===== config.mk =====
export PLATFORM = sky130hd
export DESIGN_NAME = apbBridge_flat
export DESIGN_NICKNAME = d
export VERILOG_FILES = /design/src/memPkg.sv /design/src/apbIf.sv /design/src/apbBridge.sv /design/src/flat_wrapper.sv
export SDC_FILE = /design/constraint.sdc
export NUM_CORES = 1
export LEC_CHECK = 0
export ABC_AREA = 1
export BUFFER_PORTS_ARGS = -buffer_cell sky130_fd_sc_hd__buf_2
export CAP_MARGIN = 5
export CELL_PAD_IN_SITES_DETAIL_PLACEMENT = 1
export CELL_PAD_IN_SITES_GLOBAL_PLACEMENT = 2
export CORE_AREA = 2 2 107 109
export CTS_CLUSTER_SIZE = 20
export DETAILED_ROUTE_END_ITERATION = 10
export DIE_AREA = 0 0 109 111
export PLACE_DENSITY = 0.95
export SLEW_MARGIN = 30
export SYNTH_ARGS = -nofsm -noshare
export SYNTH_HDL_FRONTEND = slang
export SYNTH_SLANG_ARGS = --single-unit

===== constraint.sdc =====
create_clock -name clk -period 0.8 [get_ports clk]
set_clock_uncertainty 0.05 [all_clocks]
set_input_delay 0.12 -clock clk [delete_from_list [all_inputs] [get_ports clk]]
set_output_delay 0.12 -clock clk [all_outputs]
set_load 0.02 [all_outputs]

===== src/memPkg.sv =====
`default_nettype none

package memPkg;

	//////////////////////////////
	// Major opcodes, instr[31:26]
	//////////////////////////////
	localparam logic [5:0] opLw  = 6'b100011;
	localparam logic [5:0] opLh  = 6'b100001;
	localparam logic [5:0] opLhu = 6'b100101;
	localparam logic [5:0] opLb  = 6'b100000;
	localparam logic [5:0] opLbu = 6'b100100;
	localparam logic [5:0] opSw  = 6'b101011;
	localparam logic [5:0] opSh  = 6'b101001;
	localparam logic [5:0] opSb  = 6'b101000;

	// Load kinds
	localparam logic [2:0] loadNone  = 3'd0;
	localparam logic [2:0] loadWord  = 3'd1;
	localparam logic [2:0] loadHalf  = 3'd2;
	localparam logic [2:0] loadHalfU = 3'd3;
	localparam logic [2:0] loadByte  = 3'd4;
	localparam logic [2:0] loadByteU = 3'd5;

	// Store kinds
	localparam logic [1:0] storeNone = 2'd0;
	localparam logic [1:0] storeWord = 2'd1;
	localparam logic [1:0] storeHalf = 2'd2;
	localparam logic [1:0] storeByte = 2'd3;

	//////////////////////////////
	// Timer map
	//////////////////////////////
	localparam logic [31:0] timer0Base = 32'h0000_7F00;
	localparam logic [31:0] timer1Base = 32'h0000_7F10;

	// Word index inside a timer, index 3 unmapped
	localparam logic [1:0] regCtrl   = 2'd0;
	localparam logic [1:0] regPreset = 2'd1;
	localparam logic [1:0] regCount  = 2'd2;

	// Control word bits
	localparam int ctrlEnable  = 0;
	localparam int ctrlReload  = 1;
	localparam int ctrlIrqMask = 3;

endpackage

`default_nettype wire


===== src/apbIf.sv =====
`timescale 1ns/1ps
`default_nettype none

interface apbIf;
	logic        psel;
	logic        penable;
	logic        pwrite;
	// Register index, not a byte address
	logic [1:0]  paddr;
	logic [31:0] pwdata;
	logic [31:0] prdata;
	logic        pready;

	modport requester (
		output psel, penable, pwrite, paddr, pwdata,
		input  prdata, pready
	);

	modport completer (
		input  psel, penable, pwrite, paddr, pwdata,
		output prdata, pready
	);
endinterface

`default_nettype wire


===== src/apbBridge.sv =====
`timescale 1ns/1ps
`default_nettype none

module apbBridge (
	input  logic        clk,
	input  logic        reset,
	input  logic        start,
	input  logic [31:0] addr,
	input  logic        write,
	input  logic [31:0] storeData,
	output logic [31:0] readData,
	output logic        done,
	apbIf.requester     apb0,
	apbIf.requester     apb1
);
	import memPkg::*;

	localparam logic [1:0] stIdle = 2'd0;
	localparam logic [1:0] stSetup = 2'd1;
	localparam logic [1:0] stAccess = 2'd2;

	logic [1:0] state;
	logic [1:0] phase;
	logic [1:0] nextState;
	logic pick1;
	logic busy;
	logic ready;

	assign pick1 = addr[4] == timer1Base[4];
	// Setup phase starts in the same cycle as start
	assign phase = (state == stIdle && start) ? stSetup : state;
	assign busy = phase != stIdle;
	assign ready = pick1 ? apb1.pready : apb0.pready;

	always_comb begin
		case (phase)
			stSetup: nextState = stAccess;
			stAccess: nextState = ready ? stIdle : stAccess;
			default: nextState = stIdle;
		endcase
	end

	always_ff @(posedge clk) begin
		if (reset) begin
			state <= stIdle;
		end else begin
			state <= nextState;
		end
	end

	//////////////////////////////
	// Bus drive
	//////////////////////////////
	assign apb0.psel = busy && !pick1;
	assign apb0.penable = phase == stAccess && !pick1;
	assign apb0.pwrite = write;
	assign apb0.paddr = addr[3:2];
	assign apb0.pwdata = storeData;

	assign apb1.psel = busy && pick1;
	assign apb1.penable = phase == stAccess && pick1;
	assign apb1.pwrite = write;
	assign apb1.paddr = addr[3:2];
	assign apb1.pwdata = storeData;

	assign done = phase == stAccess && ready;
	assign readData = pick1 ? apb1.prdata : apb0.prdata;

	// Access phase always follows a setup or access cycle on the same bus
	enableAfterSel0: assert property (@(posedge clk) disable iff (reset)
		apb0.penable |-> $past(apb0.psel))
		else $error("apb0 penable without prior psel");
	enableAfterSel1: assert property (@(posedge clk) disable iff (reset)
		apb1.penable |-> $past(apb1.psel))
		else $error("apb1 penable without prior psel");

endmodule

`default_nettype wire


===== src/flat_wrapper.sv =====
// flat-port wrapper written by rule: the top's interface ports become plain ports
module apbBridge_flat import memPkg::*;
  (clk, reset, start, addr, write, storeData, readData, done, apb0_psel, apb0_penable, apb0_pwrite, apb0_paddr, apb0_pwdata, apb0_prdata, apb0_pready, apb1_psel, apb1_penable, apb1_pwrite, apb1_paddr, apb1_pwdata, apb1_prdata, apb1_pready);
  apbIf apb0_i ();
  apbIf apb1_i ();
  input  logic clk;
  input  logic reset;
  input  logic start;
  input  logic [31:0] addr;
  input  logic write;
  input  logic [31:0] storeData;
  output logic [31:0] readData;
  output logic done;
  output wire logic [$bits(apb0_i.psel)-1:0] apb0_psel;
  output wire logic [$bits(apb0_i.penable)-1:0] apb0_penable;
  output wire logic [$bits(apb0_i.pwrite)-1:0] apb0_pwrite;
  output wire logic [$bits(apb0_i.paddr)-1:0] apb0_paddr;
  output wire logic [$bits(apb0_i.pwdata)-1:0] apb0_pwdata;
  input wire logic [$bits(apb0_i.prdata)-1:0] apb0_prdata;
  input wire logic [$bits(apb0_i.pready)-1:0] apb0_pready;
  output wire logic [$bits(apb1_i.psel)-1:0] apb1_psel;
  output wire logic [$bits(apb1_i.penable)-1:0] apb1_penable;
  output wire logic [$bits(apb1_i.pwrite)-1:0] apb1_pwrite;
  output wire logic [$bits(apb1_i.paddr)-1:0] apb1_paddr;
  output wire logic [$bits(apb1_i.pwdata)-1:0] apb1_pwdata;
  input wire logic [$bits(apb1_i.prdata)-1:0] apb1_prdata;
  input wire logic [$bits(apb1_i.pready)-1:0] apb1_pready;
  assign apb0_psel = apb0_i.psel;
  assign apb0_penable = apb0_i.penable;
  assign apb0_pwrite = apb0_i.pwrite;
  assign apb0_paddr = apb0_i.paddr;
  assign apb0_pwdata = apb0_i.pwdata;
  assign apb0_i.prdata = apb0_prdata;
  assign apb0_i.pready = apb0_pready;
  assign apb1_psel = apb1_i.psel;
  assign apb1_penable = apb1_i.penable;
  assign apb1_pwrite = apb1_i.pwrite;
  assign apb1_paddr = apb1_i.paddr;
  assign apb1_pwdata = apb1_i.pwdata;
  assign apb1_i.prdata = apb1_prdata;
  assign apb1_i.pready = apb1_pready;
  apbBridge u_core (.clk(clk), .reset(reset), .start(start), .addr(addr), .write(write), .storeData(storeData), .readData(readData), .done(done), .apb0(apb0_i), .apb1(apb1_i));
endmodule

# == Word level (Yosys, flattened, before mapping) ==
# Cells that the tools add are included.
# totals
register_bits,2
in_bits,134
output_inout_bits,107
word_cells,17
# op_classes
n_eq_ne,2
n_mux,5
n_reduce_logical,9
# ops
cell,count
two-way mux 32 bit,1
logical AND 1 bit,6
two-way mux 2 bit,2
one-hot mux 2 bit (2 select lines),1
"== test 2 x 1 -> 1 bit, second input constant",1
"== test 2 bit, second input constant",1
zero test 2 bit,1
nonzero test 2 bit,1
zero test 1 bit,1
two-way mux 1 bit,1

# == Depth between registers and ports, before layout ==
# Gate-level depths: netlist (run 1).
# logic_depth
word_depth,5
depth_mapped,5
ltp_nobuf,4

# == Worst setup path before layout (run 1) ==
# No wires, ideal clock.
# synth_path
kind,register to output
from,reg u_core.state[1]
to,out apb0_psel
arrival_ns,0.777
required_time_ns,0.630
path_slack_ns,-0.147
stages_incl_launch_ff,3
n_path_buf,0
cell_sequence,dfxtp_1 nor2_1 nor2_1
# synth_between
elab_chain_len,5
# synth_lines
element,line_no,text
start: declaration,apbBridge.sv:22,logic [1:0] state;
start signal: assignment,apbBridge.sv:45,state <= stIdle;
start signal: assignment,apbBridge.sv:47,state <= nextState;
zero test 2 bit,apbBridge.sv:31,assign phase = (state == stIdle && start) ? stSetup : state;
logical AND 1 bit,apbBridge.sv:31,
two-way mux 2 bit *,apbBridge.sv:31,
nonzero test 2 bit *,apbBridge.sv:32,assign busy = phase != stIdle;
logical AND 1 bit *,apbBridge.sv:54,assign apb0.psel = busy && !pick1;
end: declaration,flat_wrapper.sv:14,output wire logic [$bits(apb0_i.psel)-1:0] apb0_psel;
# Every way passes the cells marked *; elsewhere a longest branch is shown, timed or not.

# == Worst setup path in the final report (run 1) ==
# Ends and elaborated chain as after synthesis.

==> results of run 1 <==
kinds of logic after synthesis:
family,after synthesis,synth area share (%)
and+or+nand+nor,105,40.0
AOI/OAI and AO/OA,1,0.696
buffers and inverters,80,57.5
DFF,1,1.85
worst register-to-register path, delay by kind of cell, from the launching register on:
kind             cells  cell delay (ns)
flip-flops           1             0.37
AND/OR/NAND/NOR      3             0.22
report_power, final:
| part | internal, mW | total [mW] | switching, mW |
|---|---|---|---|
| sequential | 0.0553 | 0.0653 | 0.00999 |
| combinational | 0.665 | 1.38 | 0.716 |
| clock | 0 | 0 | 0 |
| total | 0.720 | 1.45 | 0.726 |
area by class of cell:
cell class	count	area, µm²
sequential	1	23.8
timing repair buffer	113	955
fill	1317	8930
tap	143	179
multi-input combinational	106	882
inverter	3	27.5
timing repair inverter	5	78.8
what timing repair did:
action	in CTS	in global routing
pin swaps	9	12
endpoints found under the setup margin	38	38
resized for setup	159	66
cloned	7	2
layout by cell type, fill, tap and decap left out:
master,netlist,final
nand3_2,1,2
inv_12,0,1
nand2_4,0,40
buf_16,0,5
inv_1,2,2
nor2_1,4,1
nand2_1,89,3
o21bai_1,1,1
nand2_2,9,55
dfxtp_4,0,1
nor2_4,1,4
inv_16,0,3
inv_8,1,2
buf_6,3,37
buf_12,1,3
buf_2,0,68
per-layer routing:
layer  vias to the layer above  wire (µm)  global-route usage, %
li1                        577          -                      -
met1                       571       1430                   6.33
met2                        68       3150                   15.5
met3                        16        346                  0.529
met4                         0         62                   1.28
met5                         -          0                      0
metrics by stage:
stage	hold WS (ns)	setup slack (ns)	TNS, ns	total power [mW]
floorplan	0.232	-0.000966	-0.000966	1.02
global route	0.190	-0.0781	-1.57	1.54
CTS	0.190	-0.0473	-0.751	1.30
global placement	0.190	-0.198	-6.41	0.809
finish	0.190	-0.0630	-0.701	1.45
detailed placement	0.190	-0.241	-7.61	0.832
final timing paths:
path	start	to	slack (ns)	cells after the start
min reg2reg	u_core.state[1]$_SDFF_PP0_	u_core.state[1]$_SDFF_PP0_	0.51	2
max reg2reg	u_core.state[1]$_SDFF_PP0_	u_core.state[1]$_SDFF_PP0_	0.04	3
min	storeData[13]	apb1_pwdata[13]	0.19	0
max	u_core.state[1]$_SDFF_PP0_	apb0_psel	-0.06	3
==> results.py, run 1 <==
metrics = {
    "detailed_routing": {
        "antenna_left": 0,
        "totalWireLength_um": 4990,
        "drt-vias-per-instance": 3.32,
        "route.detailed.drc": 0,
        "drtIter0Drc": 22,
        "dr.pass1.iters": 3,
        "via_count": 1232,
        "wire_per_inst_um": 13.4,
    },
    "critical_path": {
        "cpMostUsedCell": "nor2_4",
        "cp.buffers_inverters": 1,
        "required_ns": 0.63,
        "slowest_stage": "dfxtp_4",
        "critPathKind": "flip-flop to output pin",
        "slowest_delay_ns": 0.35,
        "critPathTopFamily": "flip-flops",
        "startpoint_type": "flip-flop",
        "end_kind": "output pin",
        "cp_data_arrival_time_ns": 0.69,
        "path_max_fanout": 6,
        "cp_cell_sequence": "nor2_4 > nor2_4 > buf_6",
    },
    "synthesis": {
        "netlist_area_um2": 1080,
        "synth_common_cells": "nand2_1, buf_4, nand2_2",
        "synth_cell_types": 13,
        "netlist_instances": 187,
        "synth_most_common_cell": "nand2_1",
        "async_flop_share_pct": 0,
        "yosys_register_bits": 1,
        "avgSynthCellArea_um2": 5.77,
        "syn-num-nets": 321,
        "yosys.area.top_type": "buf_4",
        "synthTopCellsByArea": "buf_4, nand2_1, nand2_2, buf_6, buf_12",
        "synth_edf_count": 0,
        "synth-main-ff-cell": "dfxtp_1",
        "ys_warn_count": 0,
        "synth_top_area_share_pct": 50.8,
        "synth-seq-area-share_pct": 1.85,
    },
    "final_layout": {
        "design_area_um2": 2150,
        "drive_gt1_share_pct": 96.9,
        "top_regs": "u_core.state x1",
        "layout.nets": 364,
        "post_layout_nonfiller_instances": 371,
        "final_util_pct": 19.4,
        "syn2layout_area_growth_pct": 98.7,
        "largest_reg_flops": 1,
        "diodes": 0,
        "top_register": "u_core.state",
    },
    "die": {
        "die_area_um2": 12100,
        "rows": 39,
        "core_region_area_um2": 11100,
        "start_util_pct": 9.75,
        "pin_count": 241,
        "die_x_um": 109,
        "die_h_um": 111,
    },
    "placement": {
        "placed_area_um2": 1250,
        "dpl.hpwl_um": 2790,
        "portBuffers": 106,
        "place_inst": 362,
        "gp_congestion": 0.674,
    },
    "sta": {
        "clock.fmax_mhz": 1160,
        "final_max_slew_viol_count": 0,
        "worst_pin_slew_ns": 0.206,
        "hold_viol": 0,
        "fin_crit_ns": 0.863,
        "relSlewSlack_pct": 86.3,
        "period_share_pct": 108,
        "setup_ws_ns": -0.0630,
        "rsz0062_at_grt": "true",
        "finalSetupViolCount": 37,
    },
    "grt": {
        "grtUsageTotal_pct": 6.92,
        "grt_pass1_wl_um": 6470,
        "grt_pass1_vias": 1342,
        "grt.overflow.total": 0,
        "grt_max_degree": 10,
        "antenna_found_initial": 0,
    },
    "clocking": {
        "hold_buffers": 0,
        "path_clk_slew_ns": 0,
        "cts_setup_buffers": 0,
        "insertion_delay_ns": 0,
    },
    "power": {
        "p_per_area_nw_per_um2": 674,
        "max-vdd-ir-drop_mv": 0.170,
        "p_leak_nw": 1.16,
    },
    "worst_hold_path": {
        "hold_class": "primary input to output pin",
    },
    "status": {
        "status": "finished with violations",
        "violations": "setup timing",
    },
    "job": {
        "drv_cap": 0,
    },
}
Power figures use the tool's default switching activity.
==> inputs of run 2 (changes only) <==
--- a/config.mk
+++ b/config.mk
@@ -9,12 +9,13 @@
 export BUFFER_PORTS_ARGS = -buffer_cell sky130_fd_sc_hd__buf_2
 export CAP_MARGIN = 5
 export CELL_PAD_IN_SITES_DETAIL_PLACEMENT = 1
-export CELL_PAD_IN_SITES_GLOBAL_PLACEMENT = 2
-export CORE_AREA = 2 2 107 109
+export CELL_PAD_IN_SITES_GLOBAL_PLACEMENT = 1
+export CORE_AREA = 2 2 103 105
+export CTS_BUF_LIST = sky130_fd_sc_hd__clkbuf_8
 export CTS_CLUSTER_SIZE = 20
 export DETAILED_ROUTE_END_ITERATION = 10
-export DIE_AREA = 0 0 109 111
-export PLACE_DENSITY = 0.95
+export DIE_AREA = 0 0 105 107
+export PLACE_DENSITY = 0.78
 export SLEW_MARGIN = 30
 export SYNTH_ARGS = -nofsm -noshare
 export SYNTH_HDL_FRONTEND = slang
==> run 2 against run 1 <==
The run still ends with setup timing left. Register-to-register slack hardly changed. Critical path depth did not move. First-iteration DRC count increased by 36%. Global-route usage grew 0.74 points. Die area decreased by 7.1%. Utilization fell by 0.093 points. Critical path type unchanged. Highest routed layer unchanged.
==> results.py, run 2 (same netlist as run 1, synthesis figures left out) <==
metrics = {
    "final_layout": {
        "final_common_cell": "buf_2",
        "diodes": 0,
        "drive_gt1_share_pct": 88.0,
        "largest_reg_flops": 1,
        "layout.nets": 361,
        "syn2layout_area_growth_pct": 80.2,
        "design_area_um2": 1950,
        "top_register": "u_core.state",
        "post_layout_nonfiller_instances": 361,
        "final_util_pct": 19.3,
        "top_regs": "u_core.state x1",
        "final_cell_mix": "buf_2, nand2_2, buf_6, nand2_4, nand2_1",
    },
    "grt": {
        "grt_pass1_wl_um": 6890,
        "antenna_found_initial": 0,
        "grt.overflow.total": 0,
        "grtUsageTotal_pct": 7.66,
        "grt_max_degree": 10,
        "grt_pass1_vias": 1414,
    },
    "detailed_routing": {
        "wire_per_inst_um": 12.9,
        "dr.pass1.iters": 4,
        "route.detailed.drc": 0,
        "drtIter0Drc": 30,
        "antenna_left": 0,
        "totalWireLength_um": 4650,
        "via_count": 1218,
        "drt-vias-per-instance": 3.37,
    },
    "power": {
        "p_per_area_nw_per_um2": 683,
        "max-vdd-ir-drop_mv": 0.178,
        "p_leak_nw": 1.05,
        "finalPower_mw": 1.33,
    },
    "critical_path": {
        "timing.rr.end": "u_core.state[1]$_SDFF_PP0_",
        "end_kind": "output pin",
        "r2r_slack_ns": 0.03,
        "timing.rr.start": "u_core.state[1]$_SDFF_PP0_",
        "startpoint_type": "flip-flop",
        "path_max_fanout": 6,
        "crit_start": "u_core.state[1]$_SDFF_PP0_",
        "ff2ff_path_depth": 3,
        "cp_data_arrival_time_ns": 0.67,
        "crit_end": "done",
        "required_ns": 0.63,
        "critPathKind": "flip-flop to output pin",
    },
    "sta": {
        "rsz0062_at_grt": "true",
        "hold_viol": 0,
        "final_max_slew_viol_count": 0,
        "worst_pin_slew_ns": 0.165,
        "clock.fmax_mhz": 1190,
        "period_share_pct": 105,
        "holdWs_ns": 0.190,
        "setup_ws_ns": -0.0378,
        "finalSetupViolCount": 26,
        "fin_crit_ns": 0.838,
        "relSlewSlack_pct": 89.0,
        "fin_setup_tns_ns": -0.306,
    },
    "placement": {
        "place_inst": 355,
        "pre_cts_slack_ns": -0.271,
        "placed_area_um2": 1260,
        "gp_congestion": 0.627,
        "dpl.hpwl_um": 2960,
        "portBuffers": 106,
    },
    "status": {
        "status": "finished with violations",
        "violations": "setup timing",
    },
    "die": {
        "die_area_um2": 11200,
        "start_util_pct": 10.7,
        "rows": 37,
        "core_region_area_um2": 10100,
        "die_h_um": 107,
        "pin_count": 241,
        "die_x_um": 105,
    },
    "clocking": {
        "insertion_delay_ns": 0,
        "path_clk_slew_ns": 0,
        "cts_setup_buffers": 0,
    },
    "worst_hold_path": {
        "hold_class": "primary input to output pin",
    },
    "job": {
        "drv_cap": 0,
    },
}
## run 2: changes by cell type in the layout (fill, tap and decap cells not counted), moves of 2 or more
cell     previous run  this run
nand2_1             3        24
nand2_4            40        24
nand2_2            55        50
inv_8               2         0
## run 2: worst min-delay path by stage
stage / cells after the start / slack, ns / to / startpoint
finish: 0 / 0.19 / apb0_pwdata[4] / storeData[4]
global route: 0 / 0.19 / apb0_pwdata[21] / storeData[21]
CTS: 0 / 0.19 / apb1_pwdata[19] / storeData[19]
detailed placement: 0 / 0.19 / apb1_pwdata[19] / storeData[19]
global placement: 0 / 0.19 / apb1_pwdata[19] / storeData[19]
floorplan: 2 / 0.23 / u_core.state[1]$_SDFF_PP0_ / reset
## run 2: routing by layer
layer,share of wire [%],global-route usage (%),vias to the layer above
met3,8.8,1.22,27
met4,2.9,2.67,0
met5,0,0,-
li1,-,-,568
met1,32,6.78,540
met2,56,16.9,83
## run 2: area by class of cell
class / instances / area (µm²)
fillers: 1223 / 8150
inverters: 3 / 27.5
multi-input cells: 106 / 749
flip-flops and latches: 1 / 23.8
well taps: 136 / 170
repair buffers: 112 / 922
repair inverters: 3 / 52.6
## run 2: repair_timing
| item | in CTS | in global routing |
|---|---|---|
| gates cloned | 6 | 0 |
| pin swaps | 25 | 6 |
| hold buffers | 0 | 0 |
| gates resized for setup | 158 | 19 |
| endpoints found under the setup margin | 38 | 36 |
## run 2: critical path, cell delays in order, from the launching register on
cell and delay, ns:
dfxtp_4 0.37, nand3_2 0.08, nand2_2 0.09, buf_6 0.12
## run 2: power by group
part | internal [mW] | switching [mW] | leakage [nW]
Sequential | 0.0553 | 0.0102 | 0.00891
Combinational | 0.615 | 0.647 | 1.04
Clock | 0 | 0 | 0
